<file path="src/tpmCrbPkg.sv">
//==============================
// tpm crb shared definitions
// widths, tpm constants, field sizes and fsm states
//==============================
package tpmCrbPkg;

	// widths with a meaning
	typedef logic [7:0] byteT; // one buffer byte
	typedef logic [11:0] bufAddrT; // command or response buffer offset
	typedef logic [31:0] wordT; // code, handles, rc, size
	typedef logic [15:0] halfT; // tag, hmac size
	typedef logic [2:0] countT; // handle or session count

	localparam countT MaxHandles = 3'd3;
	localparam countT MaxSessions = 3'd3;

	// field sizes in bytes
	localparam bufAddrT HeaderBytes = 12'd10; // also the whole response
	localparam bufAddrT HandleBytes = 12'd4;
	localparam bufAddrT AuthSizeBytes = 12'd4;
	localparam bufAddrT SessionHeadBytes = 12'd6; // session handle + nonce size
	localparam bufAddrT SessionTailBytes = 12'd3; // attributes + hmac size

	// structure tags
	localparam halfT StNoSessions = 16'h8001;
	localparam halfT StSessions = 16'h8002;

	// response codes
	localparam wordT RcSuccess = 32'h0000_0000;
	localparam wordT RcCommandCode = 32'h0000_0143; // unknown command

	// supported command codes
	localparam wordT CcHierarchyControl = 32'h0000_0121;
	localparam wordT CcClear = 32'h0000_0126;
	localparam wordT CcSelfTest = 32'h0000_0143;
	localparam wordT CcStartup = 32'h0000_0144;
	localparam wordT CcActivateCredential = 32'h0000_0147;
	localparam wordT CcPolicyNV = 32'h0000_0149;
	localparam wordT CcNvRead = 32'h0000_014E;
	localparam wordT CcGetRandom = 32'h0000_017B;

	// byte transfer sequencer
	typedef enum logic [2:0] {
		XferIdle,
		XferSetup, // latch window
		XferFetch0,
		XferFetch1, // byte strobe
		XferAdvance,
		XferDone
	} xferStateT;

	// command parse, exec and response
	typedef enum logic [3:0] {
		SeqIdle,
		SeqHeader,
		SeqHandleCheck,
		SeqHandle,
		SeqAuth,
		SeqSessionCheck,
		SeqSessionHead,
		SeqNonce, // skipped
		SeqSessionTail,
		SeqHmac, // skipped
		SeqParam, // skipped up to cmdSize
		SeqExecGo,
		SeqExecWait,
		SeqExecDone,
		SeqResponse
	} crbStateT;

endpackage

</file>
<file path="src/crbCommandTable.sv">
//==============================
// crb command code table
// handle and session counts, code validity, processor
//==============================
`timescale 1ns/1ps

module crbCommandTable (
	input tpmCrbPkg::wordT commandCode,
	output tpmCrbPkg::countT handleCount,
	output tpmCrbPkg::countT sessionCount,
	output logic codeValid,
	output logic engineCommand // low for management commands
);

	always_comb
	begin
		codeValid = 1'b1; // only the default arm clears it
		case (commandCode)
			// no auth area at all
			tpmCrbPkg::CcStartup,
			tpmCrbPkg::CcSelfTest,
			tpmCrbPkg::CcGetRandom: {handleCount, sessionCount} = {3'd0, 3'd0};
			tpmCrbPkg::CcClear,
			tpmCrbPkg::CcHierarchyControl: {handleCount, sessionCount} = {3'd1, 3'd1};
			tpmCrbPkg::CcNvRead: {handleCount, sessionCount} = {3'd2, 3'd1}; // auth + index
			tpmCrbPkg::CcActivateCredential: {handleCount, sessionCount} = {3'd2, 3'd2};
			tpmCrbPkg::CcPolicyNV: {handleCount, sessionCount} = {3'd3, 3'd1}; // widest
			default:
			begin
				{handleCount, sessionCount} = {3'd0, 3'd0};
				codeValid = 1'b0; // answered with TPM_RC_COMMAND_CODE
			end
		endcase
	end

	// startup and hierarchy control go to the management block
	assign engineCommand = !(commandCode == tpmCrbPkg::CcStartup ||
		commandCode == tpmCrbPkg::CcHierarchyControl);

endmodule

</file>
<file path="src/crbSequencer.sv">
//==============================
// crb command sequencer
// parses the command, runs execution handshake
// and streams the fixed 10 byte response
//==============================
`timescale 1ns/1ps

module crbSequencer (
	input logic clock,
	input logic reset_n,
	input logic cmdSend, // command waiting in the buffer
	input logic rspReady, // engine result, level
	input logic execAck, // execDone seen
	input tpmCrbPkg::wordT cmdSize,
	input tpmCrbPkg::wordT responseCode,
	input tpmCrbPkg::byteT cmdByteIn, // valid on byteStrobe
	output logic xferStart,
	output logic xferRestart,
	output tpmCrbPkg::bufAddrT xferSize,
	input tpmCrbPkg::bufAddrT xferAddr,
	input tpmCrbPkg::bufAddrT xferRel,
	input logic byteStrobe,
	input logic xferDone,
	output tpmCrbPkg::wordT commandCode,
	input tpmCrbPkg::countT handleCount,
	input tpmCrbPkg::countT sessionCount,
	input logic codeValid,
	input logic engineCommand,
	output tpmCrbPkg::bufAddrT cmdOutAddr,
	output tpmCrbPkg::bufAddrT rspOutAddr,
	output tpmCrbPkg::byteT rspByteOut,
	output logic rspSend, cmdDone, rspDone, execStart, execDone,
	output tpmCrbPkg::halfT commandTag,
	output tpmCrbPkg::wordT handle0, handle1, handle2,
	output tpmCrbPkg::wordT sessionHandle0, sessionHandle1, sessionHandle2,
	output tpmCrbPkg::wordT authSize,
	output tpmCrbPkg::byteT sessionAttributes0, sessionAttributes1, sessionAttributes2,
	output tpmCrbPkg::halfT sessionHmacSize0, sessionHmacSize1, sessionHmacSize2,
	output logic sessionValid0, sessionValid1, sessionValid2
);

	tpmCrbPkg::crbStateT state;
	tpmCrbPkg::countT idx; // handle or session loop index
	tpmCrbPkg::wordT handleReg [tpmCrbPkg::MaxHandles];
	tpmCrbPkg::wordT sessHandleReg [tpmCrbPkg::MaxSessions];
	tpmCrbPkg::byteT attrReg [tpmCrbPkg::MaxSessions];
	tpmCrbPkg::halfT hmacSizeReg [tpmCrbPkg::MaxSessions];
	tpmCrbPkg::halfT nonceSize; // current session only, never exported
	tpmCrbPkg::wordT rcHold; // response code for the response stream
	tpmCrbPkg::halfT rspTag;
	tpmCrbPkg::bufAddrT paramSize; // bytes left up to cmdSize
	logic [79:0] rspImage;
	logic [2:0] sessValid;
	logic [2:0] sessMask; // first sessionCount bits

	// drop one byte into a big-endian word, pos 0 is the msb
	function automatic tpmCrbPkg::wordT putByte(tpmCrbPkg::wordT word, logic [1:0] pos,
		tpmCrbPkg::byteT value);
		tpmCrbPkg::wordT result;
		result = word;
		result[8 * (3 - pos) +: 8] = value;
		return result;
	endfunction

	assign paramSize = (cmdSize > 32'(xferAddr)) ? cmdSize[11:0] - xferAddr : '0;
	assign sessMask = {sessionCount > 3'd2, sessionCount > 3'd1, sessionCount > 3'd0};

	// control path
	always_ff @(posedge clock or negedge reset_n)
	begin
		if (!reset_n)
		begin
			state <= tpmCrbPkg::SeqIdle;
			idx <= '0;
			xferStart <= 1'b0;
			xferSize <= '0;
			sessValid <= '0;
		end
		else
		begin
			xferStart <= 1'b0; // pulse by default
			case (state)
				tpmCrbPkg::SeqIdle:
					if (cmdSend)
					begin
						sessValid <= '0;
						xferStart <= 1'b1;
						xferSize <= tpmCrbPkg::HeaderBytes;
						state <= tpmCrbPkg::SeqHeader;
					end
				tpmCrbPkg::SeqHeader:
					if (xferDone)
					begin
						idx <= '0;
						// unknown code skips straight to the exec handshake
						state <= codeValid ? tpmCrbPkg::SeqHandleCheck : tpmCrbPkg::SeqExecGo;
					end
				tpmCrbPkg::SeqHandleCheck:
				begin
					xferStart <= 1'b1; // every exit opens a transfer
					if (idx < handleCount)
					begin
						xferSize <= tpmCrbPkg::HandleBytes;
						state <= tpmCrbPkg::SeqHandle;
					end
					else if (sessionCount != '0)
					begin
						idx <= '0; // reused for sessions
						xferSize <= tpmCrbPkg::AuthSizeBytes;
						state <= tpmCrbPkg::SeqAuth;
					end
					else
					begin
						xferSize <= paramSize;
						state <= tpmCrbPkg::SeqParam;
					end
				end
				tpmCrbPkg::SeqHandle:
					if (xferDone)
					begin
						idx <= idx + 3'd1;
						state <= tpmCrbPkg::SeqHandleCheck;
					end
				tpmCrbPkg::SeqAuth:
					if (xferDone)
						state <= tpmCrbPkg::SeqSessionCheck;
				tpmCrbPkg::SeqSessionCheck:
				begin
					xferStart <= 1'b1;
					if (idx < sessionCount)
					begin
						xferSize <= tpmCrbPkg::SessionHeadBytes;
						state <= tpmCrbPkg::SeqSessionHead;
					end
					else
					begin
						xferSize <= paramSize;
						state <= tpmCrbPkg::SeqParam;
					end
				end
				tpmCrbPkg::SeqSessionHead:
					if (xferDone)
					begin
						xferStart <= 1'b1;
						xferSize <= nonceSize[11:0]; // nonce bytes skipped
						state <= tpmCrbPkg::SeqNonce;
					end
				tpmCrbPkg::SeqNonce:
					if (xferDone)
					begin
						xferStart <= 1'b1;
						xferSize <= tpmCrbPkg::SessionTailBytes;
						state <= tpmCrbPkg::SeqSessionTail;
					end
				tpmCrbPkg::SeqSessionTail:
					if (xferDone)
					begin
						xferStart <= 1'b1;
						xferSize <= hmacSizeReg[idx[1:0]][11:0];
						state <= tpmCrbPkg::SeqHmac;
					end
				tpmCrbPkg::SeqHmac:
					if (xferDone)
					begin
						idx <= idx + 3'd1;
						state <= tpmCrbPkg::SeqSessionCheck;
					end
				tpmCrbPkg::SeqParam:
					if (xferDone)
					begin
						sessValid <= sessMask; // visible together with execStart
						state <= tpmCrbPkg::SeqExecGo;
					end
				tpmCrbPkg::SeqExecGo:
					state <= (codeValid && engineCommand) ? tpmCrbPkg::SeqExecWait
						: tpmCrbPkg::SeqExecDone;
				tpmCrbPkg::SeqExecWait:
					if (rspReady)
						state <= tpmCrbPkg::SeqExecDone;
				tpmCrbPkg::SeqExecDone:
					if (execAck)
					begin
						xferStart <= 1'b1;
						xferSize <= tpmCrbPkg::HeaderBytes;
						state <= tpmCrbPkg::SeqResponse;
					end
				tpmCrbPkg::SeqResponse:
					if (xferDone)
						state <= tpmCrbPkg::SeqIdle;
				default: state <= tpmCrbPkg::SeqIdle;
			endcase
		end
	end

	// captured fields, big-endian by relative offset
	always_ff @(posedge clock)
	begin
		if (byteStrobe)
		begin
			case (state)
				tpmCrbPkg::SeqHeader:
					if (xferRel < 12'd2)
						commandTag[8 * (1 - xferRel[0]) +: 8] <= cmdByteIn;
					else if (xferRel >= 12'd6) // size bytes 2..5 come from cmdSize
						commandCode <= putByte(commandCode, 2'(xferRel - 12'd6), cmdByteIn);
				tpmCrbPkg::SeqHandle:
					handleReg[idx[1:0]] <= putByte(handleReg[idx[1:0]], xferRel[1:0], cmdByteIn);
				tpmCrbPkg::SeqAuth:
					authSize <= putByte(authSize, xferRel[1:0], cmdByteIn);
				tpmCrbPkg::SeqSessionHead:
					if (xferRel < 12'd4)
						sessHandleReg[idx[1:0]] <= putByte(sessHandleReg[idx[1:0]], xferRel[1:0],
							cmdByteIn);
					else
						nonceSize[8 * (1 - xferRel[0]) +: 8] <= cmdByteIn;
				tpmCrbPkg::SeqSessionTail:
					if (xferRel == '0)
						attrReg[idx[1:0]] <= cmdByteIn;
					else
						hmacSizeReg[idx[1:0]][8 * xferRel[0] +: 8] <= cmdByteIn; // rel 1 msb
				default: ;
			endcase
		end
		// rc source depends on the processor
		if (state == tpmCrbPkg::SeqExecGo && !codeValid)
			rcHold <= tpmCrbPkg::RcCommandCode;
		else if (state == tpmCrbPkg::SeqExecWait && rspReady)
			rcHold <= responseCode;
		else if (state == tpmCrbPkg::SeqExecDone && execAck && codeValid && !engineCommand)
			rcHold <= responseCode;
	end

	// response image, tag falls back on failure
	assign rspTag = (rcHold == tpmCrbPkg::RcSuccess) ? commandTag : tpmCrbPkg::StNoSessions;
	assign rspImage = {rspTag, 20'h0, tpmCrbPkg::HeaderBytes, rcHold};
	assign rspByteOut = (xferAddr < tpmCrbPkg::HeaderBytes) ? rspImage[8 * (9 - xferAddr) +: 8]
		: '0;

	assign rspSend = (state == tpmCrbPkg::SeqResponse) && byteStrobe;
	assign rspDone = (state == tpmCrbPkg::SeqResponse) && xferDone;
	assign cmdDone = state == tpmCrbPkg::SeqExecGo;
	assign execStart = (state == tpmCrbPkg::SeqExecGo) && codeValid;
	assign execDone = state == tpmCrbPkg::SeqExecDone;
	assign xferRestart = (state == tpmCrbPkg::SeqIdle) || (state == tpmCrbPkg::SeqExecGo);
	assign cmdOutAddr = xferAddr;
	assign rspOutAddr = xferAddr; // rewound to 0 before the response

	assign {handle0, handle1, handle2} = {handleReg[0], handleReg[1], handleReg[2]};
	assign {sessionHandle0, sessionHandle1, sessionHandle2} =
		{sessHandleReg[0], sessHandleReg[1], sessHandleReg[2]};
	assign {sessionAttributes0, sessionAttributes1, sessionAttributes2} =
		{attrReg[0], attrReg[1], attrReg[2]};
	assign {sessionHmacSize0, sessionHmacSize1, sessionHmacSize2} =
		{hmacSizeReg[0], hmacSizeReg[1], hmacSizeReg[2]};
	assign {sessionValid0, sessionValid1, sessionValid2} = {sessValid[0], sessValid[1], sessValid[2]};

	// no second execStart before this command's execDone
	execStartOnce: assert property (@(posedge clock) disable iff (!reset_n)
		execStart |=> (!execStart throughout execDone[->1]));

	tableCountBound: assert property (@(posedge clock) disable iff (!reset_n)
		codeValid |-> (sessionCount <= tpmCrbPkg::MaxSessions &&
		handleCount <= tpmCrbPkg::MaxHandles));

endmodule

</file>
<file path="src/crbTransfer.sv">
//==============================
// crb byte transfer sequencer
// paced byte strobes over a running buffer offset
//==============================
`timescale 1ns/1ps

module crbTransfer (
	input logic clock,
	input logic reset_n,
	input logic start, // one cycle kick
	input logic restart, // level, rewinds everything to offset 0
	input tpmCrbPkg::bufAddrT size, // read in Setup
	output tpmCrbPkg::bufAddrT addr, // absolute offset
	output tpmCrbPkg::bufAddrT rel, // offset within this transfer
	output logic byteStrobe,
	output logic done
);

	tpmCrbPkg::xferStateT state;
	tpmCrbPkg::xferStateT nextState;
	tpmCrbPkg::bufAddrT endOff; // running end, grows by size each transfer
	tpmCrbPkg::bufAddrT startOff; // where the current transfer began

	always_comb
	begin
		case (state)
			tpmCrbPkg::XferIdle: nextState = start ? tpmCrbPkg::XferSetup : tpmCrbPkg::XferIdle;
			tpmCrbPkg::XferSetup: nextState = (size == '0) ? tpmCrbPkg::XferDone : tpmCrbPkg::XferFetch0;
			tpmCrbPkg::XferFetch0: nextState = tpmCrbPkg::XferFetch1;
			tpmCrbPkg::XferFetch1: nextState = tpmCrbPkg::XferAdvance;
			// last byte when the bumped address hits the end
			tpmCrbPkg::XferAdvance:
				nextState = (addr + 12'd1 == endOff) ? tpmCrbPkg::XferDone : tpmCrbPkg::XferFetch0;
			default: nextState = tpmCrbPkg::XferIdle; // Done returns to Idle
		endcase
	end

	always_ff @(posedge clock or negedge reset_n)
	begin
		if (!reset_n)
		begin
			state <= tpmCrbPkg::XferIdle;
			addr <= '0;
			endOff <= '0;
			startOff <= '0;
		end
		else
		begin
			state <= nextState;
			if (restart)
			begin
				addr <= '0;
				endOff <= '0;
				startOff <= '0;
			end
			else if (state == tpmCrbPkg::XferSetup)
			begin
				startOff <= endOff; // new window opens at old end
				endOff <= endOff + size;
			end
			else if (state == tpmCrbPkg::XferAdvance)
				addr <= addr + 12'd1;
		end
	end

	assign byteStrobe = state == tpmCrbPkg::XferFetch1;
	assign done = state == tpmCrbPkg::XferDone;
	assign rel = addr - startOff;

	// each strobe falls inside the open window
	strobeInWindow: assert property (@(posedge clock) disable iff (!reset_n)
		byteStrobe |-> (addr >= startOff && addr < endOff));

	addrBounded: assert property (@(posedge clock) disable iff (!reset_n)
		addr <= endOff);

endmodule

</file>
<file path="src/tpmCrb.sv">
//==============================
// tpm command/response buffer
// sequencer, transfer sequencer, command table
//==============================
`timescale 1ns/1ps

module tpmCrb (
	input logic clock,
	input logic reset_n,
	input logic cmdSend,
	input logic rspReady,
	input logic execAck,
	input tpmCrbPkg::wordT cmdSize,
	input tpmCrbPkg::wordT responseCode,
	input tpmCrbPkg::byteT cmdByteIn,
	output tpmCrbPkg::bufAddrT cmdOutAddr,
	output tpmCrbPkg::bufAddrT rspOutAddr,
	output tpmCrbPkg::byteT rspByteOut,
	output logic rspSend, cmdDone, rspDone, execStart, execDone,
	output tpmCrbPkg::halfT commandTag,
	output tpmCrbPkg::wordT handle0, handle1, handle2,
	output tpmCrbPkg::wordT sessionHandle0, sessionHandle1, sessionHandle2,
	output tpmCrbPkg::wordT authSize,
	output tpmCrbPkg::byteT sessionAttributes0, sessionAttributes1, sessionAttributes2,
	output tpmCrbPkg::halfT sessionHmacSize0, sessionHmacSize1, sessionHmacSize2,
	output logic sessionValid0, sessionValid1, sessionValid2
);

	// transfer sequencer link
	logic xferStart, xferRestart, byteStrobe, xferDone;
	tpmCrbPkg::bufAddrT xferSize, xferAddr, xferRel;

	// command table link
	tpmCrbPkg::wordT commandCode;
	tpmCrbPkg::countT handleCount, sessionCount;
	logic codeValid, engineCommand;

	crbSequencer sequencer_i (.*); // names match one to one

	crbTransfer transfer_i (
		.clock(clock),
		.reset_n(reset_n),
		.start(xferStart),
		.restart(xferRestart),
		.size(xferSize),
		.addr(xferAddr),
		.rel(xferRel),
		.byteStrobe(byteStrobe),
		.done(xferDone)
	);

	crbCommandTable table_i (.*); // purely combinational lookup

endmodule

</file>
<file path="config.mk">
export PLATFORM = sky130hd
export DESIGN_NAME = tpmCrb
export DESIGN_NICKNAME = d
export VERILOG_FILES = /design/src/tpmCrbPkg.sv /design/src/crbCommandTable.sv /design/src/crbSequencer.sv /design/src/crbTransfer.sv /design/src/tpmCrb.sv
export SDC_FILE = /design/constraint.sdc
export NUM_CORES = 1
export LEC_CHECK = 0
export BUFFER_PORTS_ARGS = -buffer_cell sky130_fd_sc_hd__buf_2
export CELL_PAD_IN_SITES_DETAIL_PLACEMENT = 2
export CELL_PAD_IN_SITES_GLOBAL_PLACEMENT = 2
export CORE_ASPECT_RATIO = 0.5
export CORE_MARGIN = 5
export CORE_UTILIZATION = 35
export DETAILED_ROUTE_END_ITERATION = 12
export PLACE_DENSITY = 0.89
export SLEW_MARGIN = 20
export SYNTH_ARGS = -nofsm -noshare
export SYNTH_HDL_FRONTEND = slang
export SYNTH_SLANG_ARGS = --single-unit
</file>
<file path="constraint.sdc">
create_clock -name clock -period 4.9 [get_ports clock]
set_clock_uncertainty 0.2 [all_clocks]
set_input_delay 0.98 -clock clock [delete_from_list [all_inputs] [get_ports clock]]
set_output_delay 0.98 -clock clock [all_outputs]
set_load 0.02 [all_outputs]
</file>
## Word level (Yosys, flattened, before mapping)

Memory sizes are Yosys's and may differ from the RTL's.
Index checks and enable logic that the tools add are counted.

| storage, ports and cells | value |
|---|---|
| register bits | 190 |
| latch bits | 0 |
| memory bits (writable) | 264 |
| bits in read-only memories | 0 |
| input port bits | 77 |
| output and inout port bits | 352 |
| memories | 4 |

| cells by class | value |
|---|---|
| $add $sub $neg | 14 |
| $mul | 0 |
| div/mod/pow operators | 0 |
| order comparisons | 10 |
| equality and inequality tests | 43 |
| shifts and indexed selects | 9 |
| muxes and demuxes | 78 |
| bitwise operators | 2 |
| reduce and logical (&&, ||, !) cells | 42 |

Memories:

| name | words | width | read ports | clocked after memory_dff | wr ports | RTL line | source |
|---|---|---|---|---|---|---|---|
| sequencer_i.handleReg | 3 | 32 | 4 | 0 | 1 | crbSequencer.sv:44 | `tpmCrbPkg::wordT handleReg [tpmCrbPkg::MaxHandles];` |
| sequencer_i.sessHandleReg | 3 | 32 | 4 | 0 | 1 | crbSequencer.sv:45 | `tpmCrbPkg::wordT sessHandleReg [tpmCrbPkg::MaxSessions];` |
| sequencer_i.hmacSizeReg | 3 | 16 | 4 | 0 | 1 | crbSequencer.sv:47 | `tpmCrbPkg::halfT hmacSizeReg [tpmCrbPkg::MaxSessions];` |
| sequencer_i.attrReg | 3 | 8 | 3 | 0 | 1 | crbSequencer.sv:46 | `tpmCrbPkg::byteT attrReg [tpmCrbPkg::MaxSessions];` |

Operator list:

| operator | count |
|---|---|
| $eq 32x9->1 const B | 8 |
| $mux 12 | 16 |
| $bwmux 32 | 4 |
| $neg 32->34 | 3 |
| $pmux 12 s7 | 1 |
| $shiftx 80x33->8 | 1 |
| $shift 8x34->16 const A | 2 |
| $shift 8x34->32 const A | 2 |
| $shiftx 8x34->16 | 2 |
| $shiftx 8x34->32 | 2 |
| $mux 32 | 2 |
| $mux 4 | 15 |
| $pmux 4 s14 | 1 |
| $neg 4->34 | 1 |
| $bwmux 16 | 2 |
| $gt 32x12->1 | 1 |
| $logic_not 32->1 | 1 |
| $mux 16 | 2 |
| $eq 4x4->1 const B | 7 |
| $logic_not 12->1 | 2 |
| $mux 3 | 8 |
| $sub 12x12->12 | 2 |
| $mux 1 | 20 |
| $ne 2x1->1 const B | 10 |
| 48 further kinds | 83 |

## Depth between registers and ports, before layout

Gate-level depths: netlist (run 1).

| logic depth | value |
|---|---|
| depth in word-level cells | 7 |
| gate-level depth with buffers | 12 |
| mapped depth without buffers | 12 |

## Hierarchy

A second synthesis (run 1) with hierarchy kept.

| second synthesis, totals | value |
|---|---|
| cells, all modules | 1,768 |
| area, all modules | 23,941.7 um^2 |

By module, submodules not included:

| module | instances | cells an instance | area an instance (um^2) |
|---|---|---|---|
| crbSequencer | 1 | 1,337 | 20,445.9 |
| crbTransfer | 1 | 385 | 3,186.8 |
| crbCommandTable | 1 | 46 | 309.0 |

## Least setup slack after synthesis (run 1)

No wires, ideal clock.

| path | value |
|---|---|
| kind | flip-flop to flip-flop |
| start | reg transfer_i.addr[0] |
| end | mem sequencer_i.sessHandleReg[0][0] (netlist name), enable pin |
| arrival | 4,118 ps |
| data required time | 4,279 ps |
| slack | 161 ps |
| cell stages (with the launch flop) | 12 |
| cell sequence | dfrtp_1 > inv_1 > ha_1 > inv_1 > fa_1 > a21o_1 > a21o_1 > a311oi_1 > mux2_2 > a2111oi_4 > nand4_2 > nor2_1 |

| on the way | value |
|---|---|
| word-level cells in the longest chain between the ends | 6 |

RTL lines:

| item | RTL line | source |
|---|---|---|
| start: declaration | crbTransfer.sv:13 | `output tpmCrbPkg::bufAddrT addr,` |
| start signal: assignment | crbTransfer.sv:62 | `addr <= addr + 12'd1;` |
| $sub 12x12->12 | crbTransfer.sv:68 | `assign rel = addr - startOff;` |
| $lt 12x3->1 | crbSequencer.sv:211 | `if (xferRel < 12'd4)` |
| $mux 1 | crbSequencer.sv:211 |  |
| $mux 1 | crbSequencer.sv:200 | `case (state)` |
| $mux 1 | crbSequencer.sv:198 | `if (byteStrobe)` |
| $mux 1 (implied by the code) | crbSequencer.sv:212 | `sessHandleReg[idx[1:0]] <= putByte(sessHandleReg[idx[1:0]], xferRel[1:0],` |
| end: declaration | crbSequencer.sv:45 |  |

No other way between the ends.

## Worst setup path in the final report (run 1)

| path | value |
|---|---|
| start | reg sequencer_i.commandCode[11] |
| end | reg sequencer_i.xferSize[3] |

| on the way | value |
|---|---|
| word-level cells in the longest chain between the ends | 7 |
| elaborated cells on any way between the ends | 17 |
| those cells by class | 2 x order compare; 5 x eq/ne; 6 x mux; 4 x reduce/logical |

RTL lines:

| item | RTL line | source |
|---|---|---|
| start: declaration | crbSequencer.sv:24 | `output tpmCrbPkg::wordT commandCode,` |
| start signal: assignment | crbSequencer.sv:205 | `commandCode <= putByte(commandCode, 2'(xferRel - 12'd6), cmdByteIn);` |
| parallel branches: the longest is 6 deep, another holds $lt 3x3->1 | - |  |
| $pmux 12 s7 (*) | crbSequencer.sv:82 | `case (state)` |
| end signal: assignment | crbSequencer.sv:88 | `xferSize <= tpmCrbPkg::HeaderBytes;` |
| end signal: assignment | crbSequencer.sv:103 | `xferSize <= tpmCrbPkg::HandleBytes;` |
| end signal: assignment | crbSequencer.sv:109 | `xferSize <= tpmCrbPkg::AuthSizeBytes;` |
| end: declaration | crbSequencer.sv:19 | `output tpmCrbPkg::bufAddrT xferSize,` |

Every way passes the cells marked *.
A chain may end at the register's enable or synchronous reset.

==> Flow_metrics.wiki, run 1 <==
{| class="wikitable"
! Metric !! Value
|-
| Result of the run || finished, final reports clean
|-
| Most frequent cells in the layout || 432 x edfxtp_1, 428 x buf_2, 173 x nor2_1
|-
| Arrival @ worst endpoint || 5100 ps
|-
| Root Buffer Master || clkbuf_16
|-
| Accumulated negative setup slack || 0 ps
|-
| Mapped Area || 23700 µm²
|-
| Leakage power figure || 11.0 nW
|-
| Initial cell density of the core || 35.4%
|-
| First-pass GRT wire length || 153000 µm
|-
| Final slew viol count || 0
|-
| Residual overflow from global routing || 0
|-
| Number of synthesis warnings || 0
|-
| CP required || 5200 ps
|-
| Category of cells accounting for the largest share of critical-path delay || simple AND/OR/NAND/NOR gates
|-
| Maximum fanout along the worst path || 10
|-
| Sequential share of the synthesized area || 63.9%
|-
| Transition at the pin with the smallest max-transition slack || roughly 1300 ps
|-
| Number of buffers added to fix hold violations after cts || 0
|-
| EDFF count, synth || 432
|-
| Syn Area/Cell || 13.4 µm²
|-
| CTS H-Tree Depth || 2
|-
| Library cell contributing the largest single delay on the critical path || nor4b_1
|-
| Final WL || approximately 110000 µm
|-
| Post-synthesis cell type count || 79
|-
| P&R area growth vs syn || 20.1%
|-
| Utilization after layout || roughly 43%
|-
| Buffers plus inverters on the worst setup path || 0
|-
| Number of iterations in the first detailed-routing pass || 5
|-
| Total I/O pin count || 429
|-
| Pin count of the biggest net entering global routing || 47
|-
| Min Tclk post-route || 4800 ps
|-
| Hold Crit Class || in2async
|-
| Vertical die dimension || 194 µm
|-
| Post-layout nets || about 2.3k
|-
| Power density over cell area || 315 nW/µm²
|-
| Final-report hold violation count || 0
|-
| Post-synthesis cell count || 1766
|-
| Mean number of vias per cell || 6.08
|-
| Most numerous cell on the critical path || a211oi_1
|-
| Number of cell instances on the worst register-to-register path || 12
|-
| PortBufs || 428
|-
| Fmax || 208 MHz
|-
| Remaining antenna violation count after routing || 0
|-
| Clk Latency, worst-skew pair || 630 ps
|-
| Number of buffers on the longest clock path || 3
|-
| Max-cap violation count || 0
|-
| Classification of the worst setup path || reg2reg
|-
| Clock tree from TritonCTS || done
|-
| Register clock-pin slew on the reported worst setup and hold paths || 70 ps
|-
| IR drop worst, VDD || 0.247 mV
|-
| Worst hold margin || 263 ps
|-
| 1st-iter DRT viols || 1890
|-
| Slew Limit Headroom || 15.6%
|-
| Number of nets produced by synthesis || around 1.9k
|-
| Cell row count || 67
|-
| Crit share post-route || 98.0%
|-
| Number of clock buffers inserted by TritonCTS || 50
|-
| Placed instance area || 26900 µm²
|-
| Fraction of final layout cells sized beyond drive strength 1 || about 30%
|-
| Total DRC errors in the routed layout || 0
|-
| Area of the die || approximately 73000 µm²
|-
| Number of endpoints failing setup at the final stage || 0
|-
| RD Place Congestion || 0.904
|-
| Most frequent standard cell in the layout excluding fill and tap cells || edfxtp_1
|-
| Number of fill cells in the layout || about 6.7k
|-
| Predominant post-synthesis flop cell || edfxtp_1
|-
| Routed length per placed instance || 35.2 µm
|-
| Synthesized flop and latch total || 526
|-
| Crit-path cells || nor4b_1 > nand4_1 > nor2_2 > nand2_1 > ha_1 > nor3_1 > o21ai_0 > nor2_1 > a211oi_1 > o21ai_2 > a211oi_1 > o22a_1
|-
| Startpoint type of the worst setup path || flip-flop
|-
| Stage delay of the slowest cell on the critical path || 610 ps
|-
| Clock sink count || 526
|-
| Vias in the first global route || between 20k and 25k
|-
| Post-CTS setup-driven buffer insertion count || 0
|-
| Core region area || 67100 µm²
|-
| Combined global-route utilization of all metal layers || between 20 and 30%
|-
| Vias || 19.0k
|-
| Fraction of registers with async set or reset after synthesis || 11.8%
|-
| Antenna violations before repair || 8
|-
| CP Capture Type || flip-flop
|-
| Chip width || about 380 µm
|-
| RSZ-0062 raised after global routing || false
|-
| Logic depth of the worst setup path including buffers || 12
|-
| HPWL after detailed placement || 73400 µm
|-
| Post-layout instance area || about 29000 µm²
|}
[layer usage]
metal / vias to the layer above / part of all wire, % / GRT usage, % / wire, µm
met3: 448 / 6.3 / 4.75 / 6900
met1: 9895 / 35 / 31.8 / 38700
met4: 2 / 8.4 / 20.8 / 9220
met5: - / 0.012 / 0 / 13
li1: 7431 / - / - / -
met2: 1190 / 50 / 49.9 / 55000
[final timing paths]
kind | start | endpoint | slack (ps)
worst max-delay path | sequencer_i.commandCode[11] | sequencer_i.xferSize[3] | 100
worst min-delay path | reset_n | transfer_i.endOff[9] | 260
min in group clock | sequencer_i.sessValid[2] | sequencer_i.sessValid[2] | 290
worst max register to register | sequencer_i.commandCode[11] | sequencer_i.xferSize[3] | 100
worst min register to register | sequencer_i.sessValid[2] | sequencer_i.sessValid[2] | 290
max in group asynchronous | reset_n | transfer_i.addr[6] | 3230
[cells by family after synthesis]
group / after synthesis / synth area share (%)
flops: 526 / 63.9
simple gates: 494 / 9.82
compound gates: 293 / 8.40
buf+inv: 232 / 3.95
mux: 123 / 9.38
fa+ha+maj: 54 / 2.94
xor+xnor: 44 / 1.62
[what timing repair did]
| item | CTS | global route |
|---|---|---|
| gates resized for setup | 2 | 1 |
| pin swaps | 0 | 1 |
| endpoints found under the setup margin | 8 | 4 |
[report_power, final]
part | internal [mW] | leakage, nW | switching [mW] | total, mW
Sequential | 4.79 | 4.89 | 0.00314 | 4.80
Clock | 2.00 | 0.749 | 2.01 | 4.01
Combinational | 0.0510 | 5.36 | 0.115 | 0.166
[sequential cells by signal, summed over array words and instances (netlist names), 16 cells and up]
register / count
sequencer_i.rcHold: 32
sequencer_i.handleReg: 128
sequencer_i.authSize: 32
sequencer_i.sessHandleReg: 128
sequencer_i.commandCode: 32
sequencer_i.attrReg: 24
sequencer_i.hmacSizeReg: 60
sequencer_i.commandTag: 16
[cell type report]
type                    count  area [µm²]  share of cell area [%]
clock buffers              64        1330                    4.68
repair buffers            455        2390                    8.40
well taps                 897        1120                    3.94
clock inverters            25         206                   0.724
multi-input cells        1008        7760                    27.2
flip-flops and latches    526       15200                    53.2
inverters                 133         499                    1.75
diodes                     10        25.0                  0.0878
[cell usage after synthesis, types with 14 or more instances]
cell / n / area (µm²)
edfxtp_1: 432 / 13000
and2_1: 17 / 106
nor4_1: 30 / 188
nand2b_1: 14 / 87.6
xnor2_1: 34 / 298
inv_1: 133 / 499
nor2_1: 178 / 668
and3_1: 17 / 106
mux2i_1: 39 / 390
clkbuf_1: 66 / 248
mux4_2: 79 / 1780
dfrtp_1: 62 / 1550
o21ai_0: 52 / 260
a22oi_1: 15 / 113
ha_1: 51 / 638
dfxtp_1: 32 / 641
o22ai_1: 52 / 325
buf_4: 14 / 105
nand2_1: 124 / 465
nor3_1: 29 / 145
a21oi_1: 50 / 250
nand3_1: 26 / 130
[worst register-to-register path, delay by kind of cell, from the launching register on]
family	cells	cell delay, ps
flops	1	500
compound gates	5	1480
simple gates	6	2250
fa+ha+maj	1	260
[through the flow]
stage	total power, mW	setup slack, ps	std cells
finish	8.97	98.4	3118
global route	9.17	56.2	3116
CTS	8.96	117	3108
detailed placement	5.05	442	3019
global placement	5.04	691	3019
floorplan	4.95	161	1766
(Power assumes the default switching activity.)
==> inputs of run 2 (changes only) <==
--- a/config.mk
+++ b/config.mk
@@ -12,7 +12,7 @@
 export CORE_MARGIN = 5
 export CORE_UTILIZATION = 35
 export DETAILED_ROUTE_END_ITERATION = 12
-export PLACE_DENSITY = 0.89
+export PLACE_DENSITY_LB_ADDON = 0.1
 export SLEW_MARGIN = 20
 export SYNTH_ARGS = -nofsm -noshare
 export SYNTH_HDL_FRONTEND = slang
==> run 2 against run 1 <==
Cell count increased by 0.19%; non-clock buffer count up 11; worst hold slack got worse by 190 ps; worst setup slack better by 250 ps; critical path type is now reg2out; clock power fell by 3%; die area is the same; highest routed layer is now met4; sequential power about the same; power down 1.5%; utilization up 0.13 points.
==> Flow_metrics.wiki, run 2 (synthesis gave the netlist of run 1 again) <==
{| class="wikitable"
! Metric !! Value
|-
| Result of the run || finished, final reports clean
|-
| Fraction of final layout cells sized beyond drive strength 1 || 29.2% (+0.073 points)
|-
| Final WL || 87900 µm (-20%)
|-
| Classification of the worst setup path || reg2out
|-
| Utilization after layout || 42.6% (+0.13 points)
|-
| PortBufs || 428 (unchanged)
|-
| Power density over cell area || 309 nW/µm² (-1.8%)
|-
| Vias in the first global route || 18.5k (-8.8%)
|-
| Stage delay of the slowest cell on the critical path || 400 ps (-210 ps)
|-
| Area of the die || 73400 µm² (unchanged)
|-
| Most frequent cells in the layout || 432 x edfxtp_1, 428 x buf_2, 174 x nor2_1
|-
| Clk Latency, worst-skew pair || 620 ps (about the same)
|-
| Vias || 16.8k (-11%)
|-
| Post-cts sizing count || 0 (-2)
|-
| Number of fill cells in the layout || 6811 (+1.5%)
|-
| Accumulated negative setup slack || 0 ps (unchanged)
|-
| Most frequent standard cell in the layout excluding fill and tap cells || edfxtp_1
|-
| Most numerous cell on the critical path || buf_4
|-
| Crit share post-route || 92.9% (-5.1 points)
|-
| Root Buffer Master || clkbuf_16
|-
| Number of buffers on the longest clock path || 3 (unchanged)
|-
| P&R area growth vs syn || 20.5%
|-
| Buffers plus inverters on the worst setup path || 6 (+6)
|-
| Clock tree from TritonCTS || done
|-
| 1st-iter DRT viols || 1101 (-42%)
|-
| Residual overflow from global routing || 0 (unchanged)
|-
| CP Capture Type || primary output
|-
| Clock sink count || 526 (unchanged)
|-
| Total I/O pin count || 429 (unchanged)
|-
| RSZ-0062 raised after global routing || false
|-
| Pin count of the biggest net entering global routing || 58 (+23%)
|-
| Final-report hold violation count || 0 (unchanged)
|-
| Max-cap violation count || 0 (unchanged)
|-
| HPWL after detailed placement || 64600 µm (-12%)
|-
| Cell row count || 67 (unchanged)
|-
| CTS H-Tree Depth || 2 (unchanged)
|-
| Total Power Consumption || 8.83 mW (-1.5%)
|-
| RD Place Congestion || 0.832 (-8.0%)
|-
| Vertical die dimension || 194 µm (unchanged)
|-
| Routed length per placed instance || 28.1 µm (-20%)
|-
| Leakage power figure || 11.1 nW (+0.55%)
|-
| Chip width || 378 µm (unchanged)
|-
| Number of endpoints failing setup at the final stage || 0 (unchanged)
|-
| Library cell contributing the largest single delay on the critical path || dfrtp_1
|-
| Arrival @ worst endpoint || 3370 ps (-1730 ps)
|-
| Placed instance area || 27000 µm² (+0.23%)
|-
| Transition at the pin with the smallest max-transition slack || 1100 ps (-155 ps)
|-
| Min Tclk post-route || 4550 ps (-248 ps)
|-
| Slew Limit Headroom || 26.5% (+11 points)
|-
| Initial cell density of the core || 35.4% (unchanged)
|-
| Fmax || 220 MHz (+5.4%)
|-
| Total DRC errors in the routed layout || 0 (unchanged)
|-
| Post-CTS setup-driven buffer insertion count || 0 (unchanged)
|-
| Post-layout nets || 2316 (+0.48%)
|-
| CP required || 3720 ps (-1480 ps)
|-
| Remaining antenna violation count after routing || 0 (unchanged)
|-
| Post-layout instance area || 28600 µm² (+0.29%)
|-
| Number of iterations in the first detailed-routing pass || 5 (unchanged)
|-
| Number of clock buffers inserted by TritonCTS || 50 (unchanged)
|-
| Crit-path cells || buf_4 > inv_1 > buf_4 > ha_1 > xnor2_1 > buf_4 > nor4_1 > buf_4 > and2_1 > nand2_1 > o22a_1 > nor2_1 > buf_2
|-
| Combined global-route utilization of all metal layers || 23.5% (-5.1 points)
|-
| Antenna violations before repair || 2 (-6)
|-
| Number of buffers added to fix hold violations after cts || 0 (unchanged)
|-
| Startpoint type of the worst setup path || flip-flop
|-
| Register clock-pin slew on the reported worst setup and hold paths || 70 ps (about the same)
|-
| Core region area || 67100 µm² (unchanged)
|-
| First-pass GRT wire length || 129000 µm (-16%)
|-
| Maximum fanout along the worst path || 18 (+8)
|-
| Hold Crit Class || in2async
|-
| Category of cells accounting for the largest share of critical-path delay || buffers and inverters
|-
| Final slew viol count || 0 (unchanged)
|-
| Mean number of vias per cell || 5.38 (-12%)
|-
| IR drop worst, VDD || 0.270 mV (+9.2%)
|}
[run 2: final timing paths]
check,slack (ps),endpoint,cells past startpoint,from
setup / recovery,350,rspByteOut[3],13,transfer_i.addr[1]
hold / removal,70,transfer_i.startOff[10],1,reset_n
setup reg to reg,500,sequencer_i.commandTag[14],9,transfer_i.addr[5]
hold reg to reg,290,sequencer_i.sessValid[2],1,sequencer_i.sessValid[2]
max in group asynchronous,3750,transfer_i.endOff[1],2,reset_n
min in group clock,290,sequencer_i.sessValid[2],1,sequencer_i.sessValid[2]
[run 2: where the power goes]
part | switching, mW | total (mW) | internal [mW] | leakage, nW
clock network | 1.80 | 3.88 | 2.08 | 0.762
logic | 0.105 | 0.158 | 0.0521 | 5.41
registers | 0.00188 | 4.80 | 4.80 | 4.89
total | 1.91 | 8.83 | 6.93 | 11.1
[run 2: worst register-to-register path, delay by kind of cell, from the launching register on]
| kind | cells | cell delay [ps] |
|---|---|---|
| AOI/OAI and AO/OA | 4 | 1320 |
| and+or+nand+nor | 2 | 970 |
| DFF | 1 | 620 |
| muxes | 1 | 390 |
| adders and majority gates | 1 | 360 |
| buffers and inverters | 1 | 240 |
[run 2: through the flow]
stage	instances	hold WS, ps	worst slack (ps)
after floorplan	1766	259	161
after global placement	3028	271	670
after detailed placement	3028	279	525
after CTS	3121	299	285
after global routing	3124	65.9	74.4
final	3124	73.8	346
[run 2: layout make-up]
class / count / area (µm²) / share of cell area, %
inverters: 133 / 499 / 1.75
well taps: 897 / 1120 / 3.92
diodes: 1 / 2.50 / 0.00875
multi-input cells: 1008 / 7700 / 26.9
clock buffers: 65 / 1320 / 4.61
clock inverters: 28 / 272 / 0.949
flip-flops and latches: 526 / 15200 / 53.1
repair buffers: 466 / 2510 / 8.78
[run 2: routing by layer]
| metal | wire [µm] | vias up | GRT usage (%) |
|---|---|---|---|
| met5 | 0 | - | 0 |
| met4 | 1870 | 0 | 5.14 |
| met3 | 3740 | 104 | 3.63 |
| met2 | 46000 | 362 | 42.9 |
| met1 | 36300 | 8875 | 29.6 |
| li1 | - | 7452 | - |
==> inputs of run 3 (changes only) <==
--- a/config.mk
+++ b/config.mk
@@ -6,13 +6,9 @@
 export NUM_CORES = 1
 export LEC_CHECK = 0
 export BUFFER_PORTS_ARGS = -buffer_cell sky130_fd_sc_hd__buf_2
-export CELL_PAD_IN_SITES_DETAIL_PLACEMENT = 2
-export CELL_PAD_IN_SITES_GLOBAL_PLACEMENT = 2
-export CORE_ASPECT_RATIO = 0.5
 export CORE_MARGIN = 5
-export CORE_UTILIZATION = 35
+export CORE_UTILIZATION = 40
 export DETAILED_ROUTE_END_ITERATION = 12
-export PLACE_DENSITY_LB_ADDON = 0.1
 export SLEW_MARGIN = 20
 export SYNTH_ARGS = -nofsm -noshare
 export SYNTH_HDL_FRONTEND = slang
==> run 3 against run 2 <==
Fmax is 0.87% higher; via count is 0.92% higher; worst hold slack better by 200 ps; sequential share of layout area is 0.24 points lower; largest cell class unchanged; largest power group unchanged.
==> Flow_metrics.wiki, run 3 (synthesis gave the netlist of run 1 again) <==
{| class="wikitable"
! Metric !! Value
|-
| Combined global-route utilization of all metal layers || 23.5% (-0.069 points)
|-
| Routed length per placed instance || 26.0 µm (-7.6%)
|-
| R2r setup slk || 730 ps (+230 ps)
|-
| Mean number of vias per cell || 5.64 (+5.0%)
|-
| Remaining antenna violation count after routing || 0 (unchanged)
|-
| RD Place Congestion || 0.905 (+8.7%)
|-
| Final WL || 78100 µm (-11%)
|-
| Cell row count || 89 (+33%)
|-
| Arrival @ worst endpoint || 3330 ps (-40 ps)
|-
| Register clock-pin slew on the reported worst setup and hold paths || 60 ps (about the same)
|-
| Most frequent standard cell in the layout excluding fill and tap cells || edfxtp_1
|-
| Count of placed standard cells including taps || 2897 (-4.3%)
|-
| Residual overflow from global routing || 0 (unchanged)
|-
| Crit share post-route || 92.1% (-0.80 points)
|-
| IR drop worst, VDD || 0.299 mV (+11%)
|-
| Final-report hold violation count || 0 (unchanged)
|-
| Clock sink count || 526 (unchanged)
|-
| PortBufs || 428 (unchanged)
|-
| CP Capture Type || primary output
|-
| Post-cts sizing count || 0 (unchanged)
|-
| Number of buffers on the longest clock path || 3 (unchanged)
|-
| Area of the die || 64300 µm² (-12%)
|-
| Maximum fanout along the worst path || 12 (-6)
|-
| Accumulated negative setup slack || 0 ps (unchanged)
|-
| Timing startpoint of the critical path || transfer_i.addr[1]
|-
| Classification of the worst setup path || reg2out
|-
| Pin count of the biggest net entering global routing || 50 (-14%)
|-
| HPWL after detailed placement || 55600 µm (-14%)
|-
| RSZ-0062 raised after global routing || false
|-
| Vias in the first global route || 17.0k (-8.2%)
|-
| Min Tclk post-route || 4510 ps (-39.2 ps)
|-
| Vertical die dimension || 254 µm (+31%)
|-
| Slew Limit Headroom || 22.3% (-4.3 points)
|-
| Antenna violations before repair || 6 (+4)
|-
| Result of the run || finished, final reports clean
|-
| Number of endpoints failing setup at the final stage || 0 (unchanged)
|-
| Total Power Consumption || 9.49 mW (+7.4%)
|-
| Startpoint type of the worst setup path || flip-flop
|-
| First-pass GRT wire length || 113000 µm (-12%)
|-
| Total I/O pin count || 429 (unchanged)
|-
| Number of buffers added to fix hold violations after cts || 0 (unchanged)
|-
| Clk Latency, worst-skew pair || 620 ps (about the same)
|-
| P&R area growth vs syn || 21.0%
|-
| Transition at the pin with the smallest max-transition slack || 1170 ps (+63.9 ps)
|-
| Post-CTS setup-driven buffer insertion count || 0 (unchanged)
|-
| Placed instance area || 26700 µm² (-0.82%)
|-
| Hold Crit Class || in2async
|-
| Final slew viol count || 0 (unchanged)
|-
| Initial cell density of the core || 40.3% (+4.9 points)
|-
| Root Buffer Master || clkbuf_16
|-
| Chip width || 254 µm (-33%)
|-
| Core region area || 58900 µm² (-12%)
|-
| Vias || 16.9k (+0.92%)
|-
| Fraction of final layout cells sized beyond drive strength 1 || 29.7% (+0.50 points)
|-
| Number of iterations in the first detailed-routing pass || 5 (unchanged)
|-
| Leakage power figure || 11.2 nW (+1.2%)
|-
| CP required || 3720 ps (about the same)
|-
| 1st-iter DRT viols || 1483 (+35%)
|-
| Power density over cell area || 330 nW/µm² (+6.9%)
|-
| Total DRC errors in the routed layout || 0 (unchanged)
|-
| Number of clock buffers inserted by TritonCTS || 56 (+12%)
|-
| Number of fill cells in the layout || 5122 (-25%)
|-
| Post-layout instance area || 28700 µm² (+0.46%)
|-
| Post-layout nets || 2313 (-0.13%)
|-
| CTS H-Tree Depth || 2 (unchanged)
|-
| Clock tree from TritonCTS || done
|-
| Final cell count without fillers || 3003 (-3.9%)
|-
| Max-cap violation count || 0 (unchanged)
|-
| Worst r2r src || transfer_i.addr[0]
|-
| Fmax || 221 MHz (+0.87%)
|-
| Most frequent cells in the layout || 432 x edfxtp_1, 428 x buf_2, 174 x nor2_1
|}
run 3: final timing paths:
kind,to,cells past startpoint
worst max register to register,sequencer_i.sessHandleReg[0][14],12
worst min register to register,sequencer_i.sessValid[2],1
max in group asynchronous,transfer_i.endOff[0],2
min in group clock,sequencer_i.sessValid[2],1
worst min-delay path,transfer_i.addr[3],1
worst max-delay path,rspByteOut[1],10
run 3: worst max-delay path: stages (launching register included):
cell and delay [ps]:
dfrtp_1 430, inv_1 210, ha_1 290, xnor2_1 130, buf_4 180, nor4_2 520, and2_1 300, nand2_1 110
o22a_1 220, nor2_1 140, buf_2 200
run 3: metrics by stage:
stage | util (%) | hold slack [ps] | setup slack (ps)
2_1_floorplan | - | 259 | 161
3_3_place_gp | 45.4 | 275 | 688
3_5_place_dp | 45.4 | 282 | 685
4_1_cts | 48.8 | 256 | 122
5_1_grt | 48.8 | 316 | 122
6_report | 48.8 | 270 | 385
run 3: area by class of cell:
class | instances | area [µm²] | area share, %
repair buffers | 457 | 2400 | 8.34
flip-flops and latches | 526 | 15200 | 52.8
clock buffers | 67 | 1490 | 5.17
multi-input cells | 1008 | 7720 | 26.9
diodes | 1 | 2.50 | 0.00871
inverters | 133 | 499 | 1.74
clock inverters | 38 | 483 | 1.68
well taps | 773 | 967 | 3.37
run 3: metal layers:
metal | routed length [µm] | global-route usage [%] | vias to the layer above
met5 | 0 | 0 | -
met4 | 2570 | 7.30 | 0
met3 | 7410 | 7.10 | 141
met2 | 37200 | 38.2 | 739
met1 | 30900 | 30.5 | 8611
li1 | - | - | 7456
run 3: power by group:
| part | leakage (nW) | switching [mW] | internal (mW) | total (mW) |
|---|---|---|---|---|
| Sequential | 4.89 | 0.00203 | 4.80 | 4.80 |
| Combinational | 5.36 | 0.103 | 0.0504 | 0.154 |
| Clock | 0.948 | 1.84 | 2.70 | 4.53 |
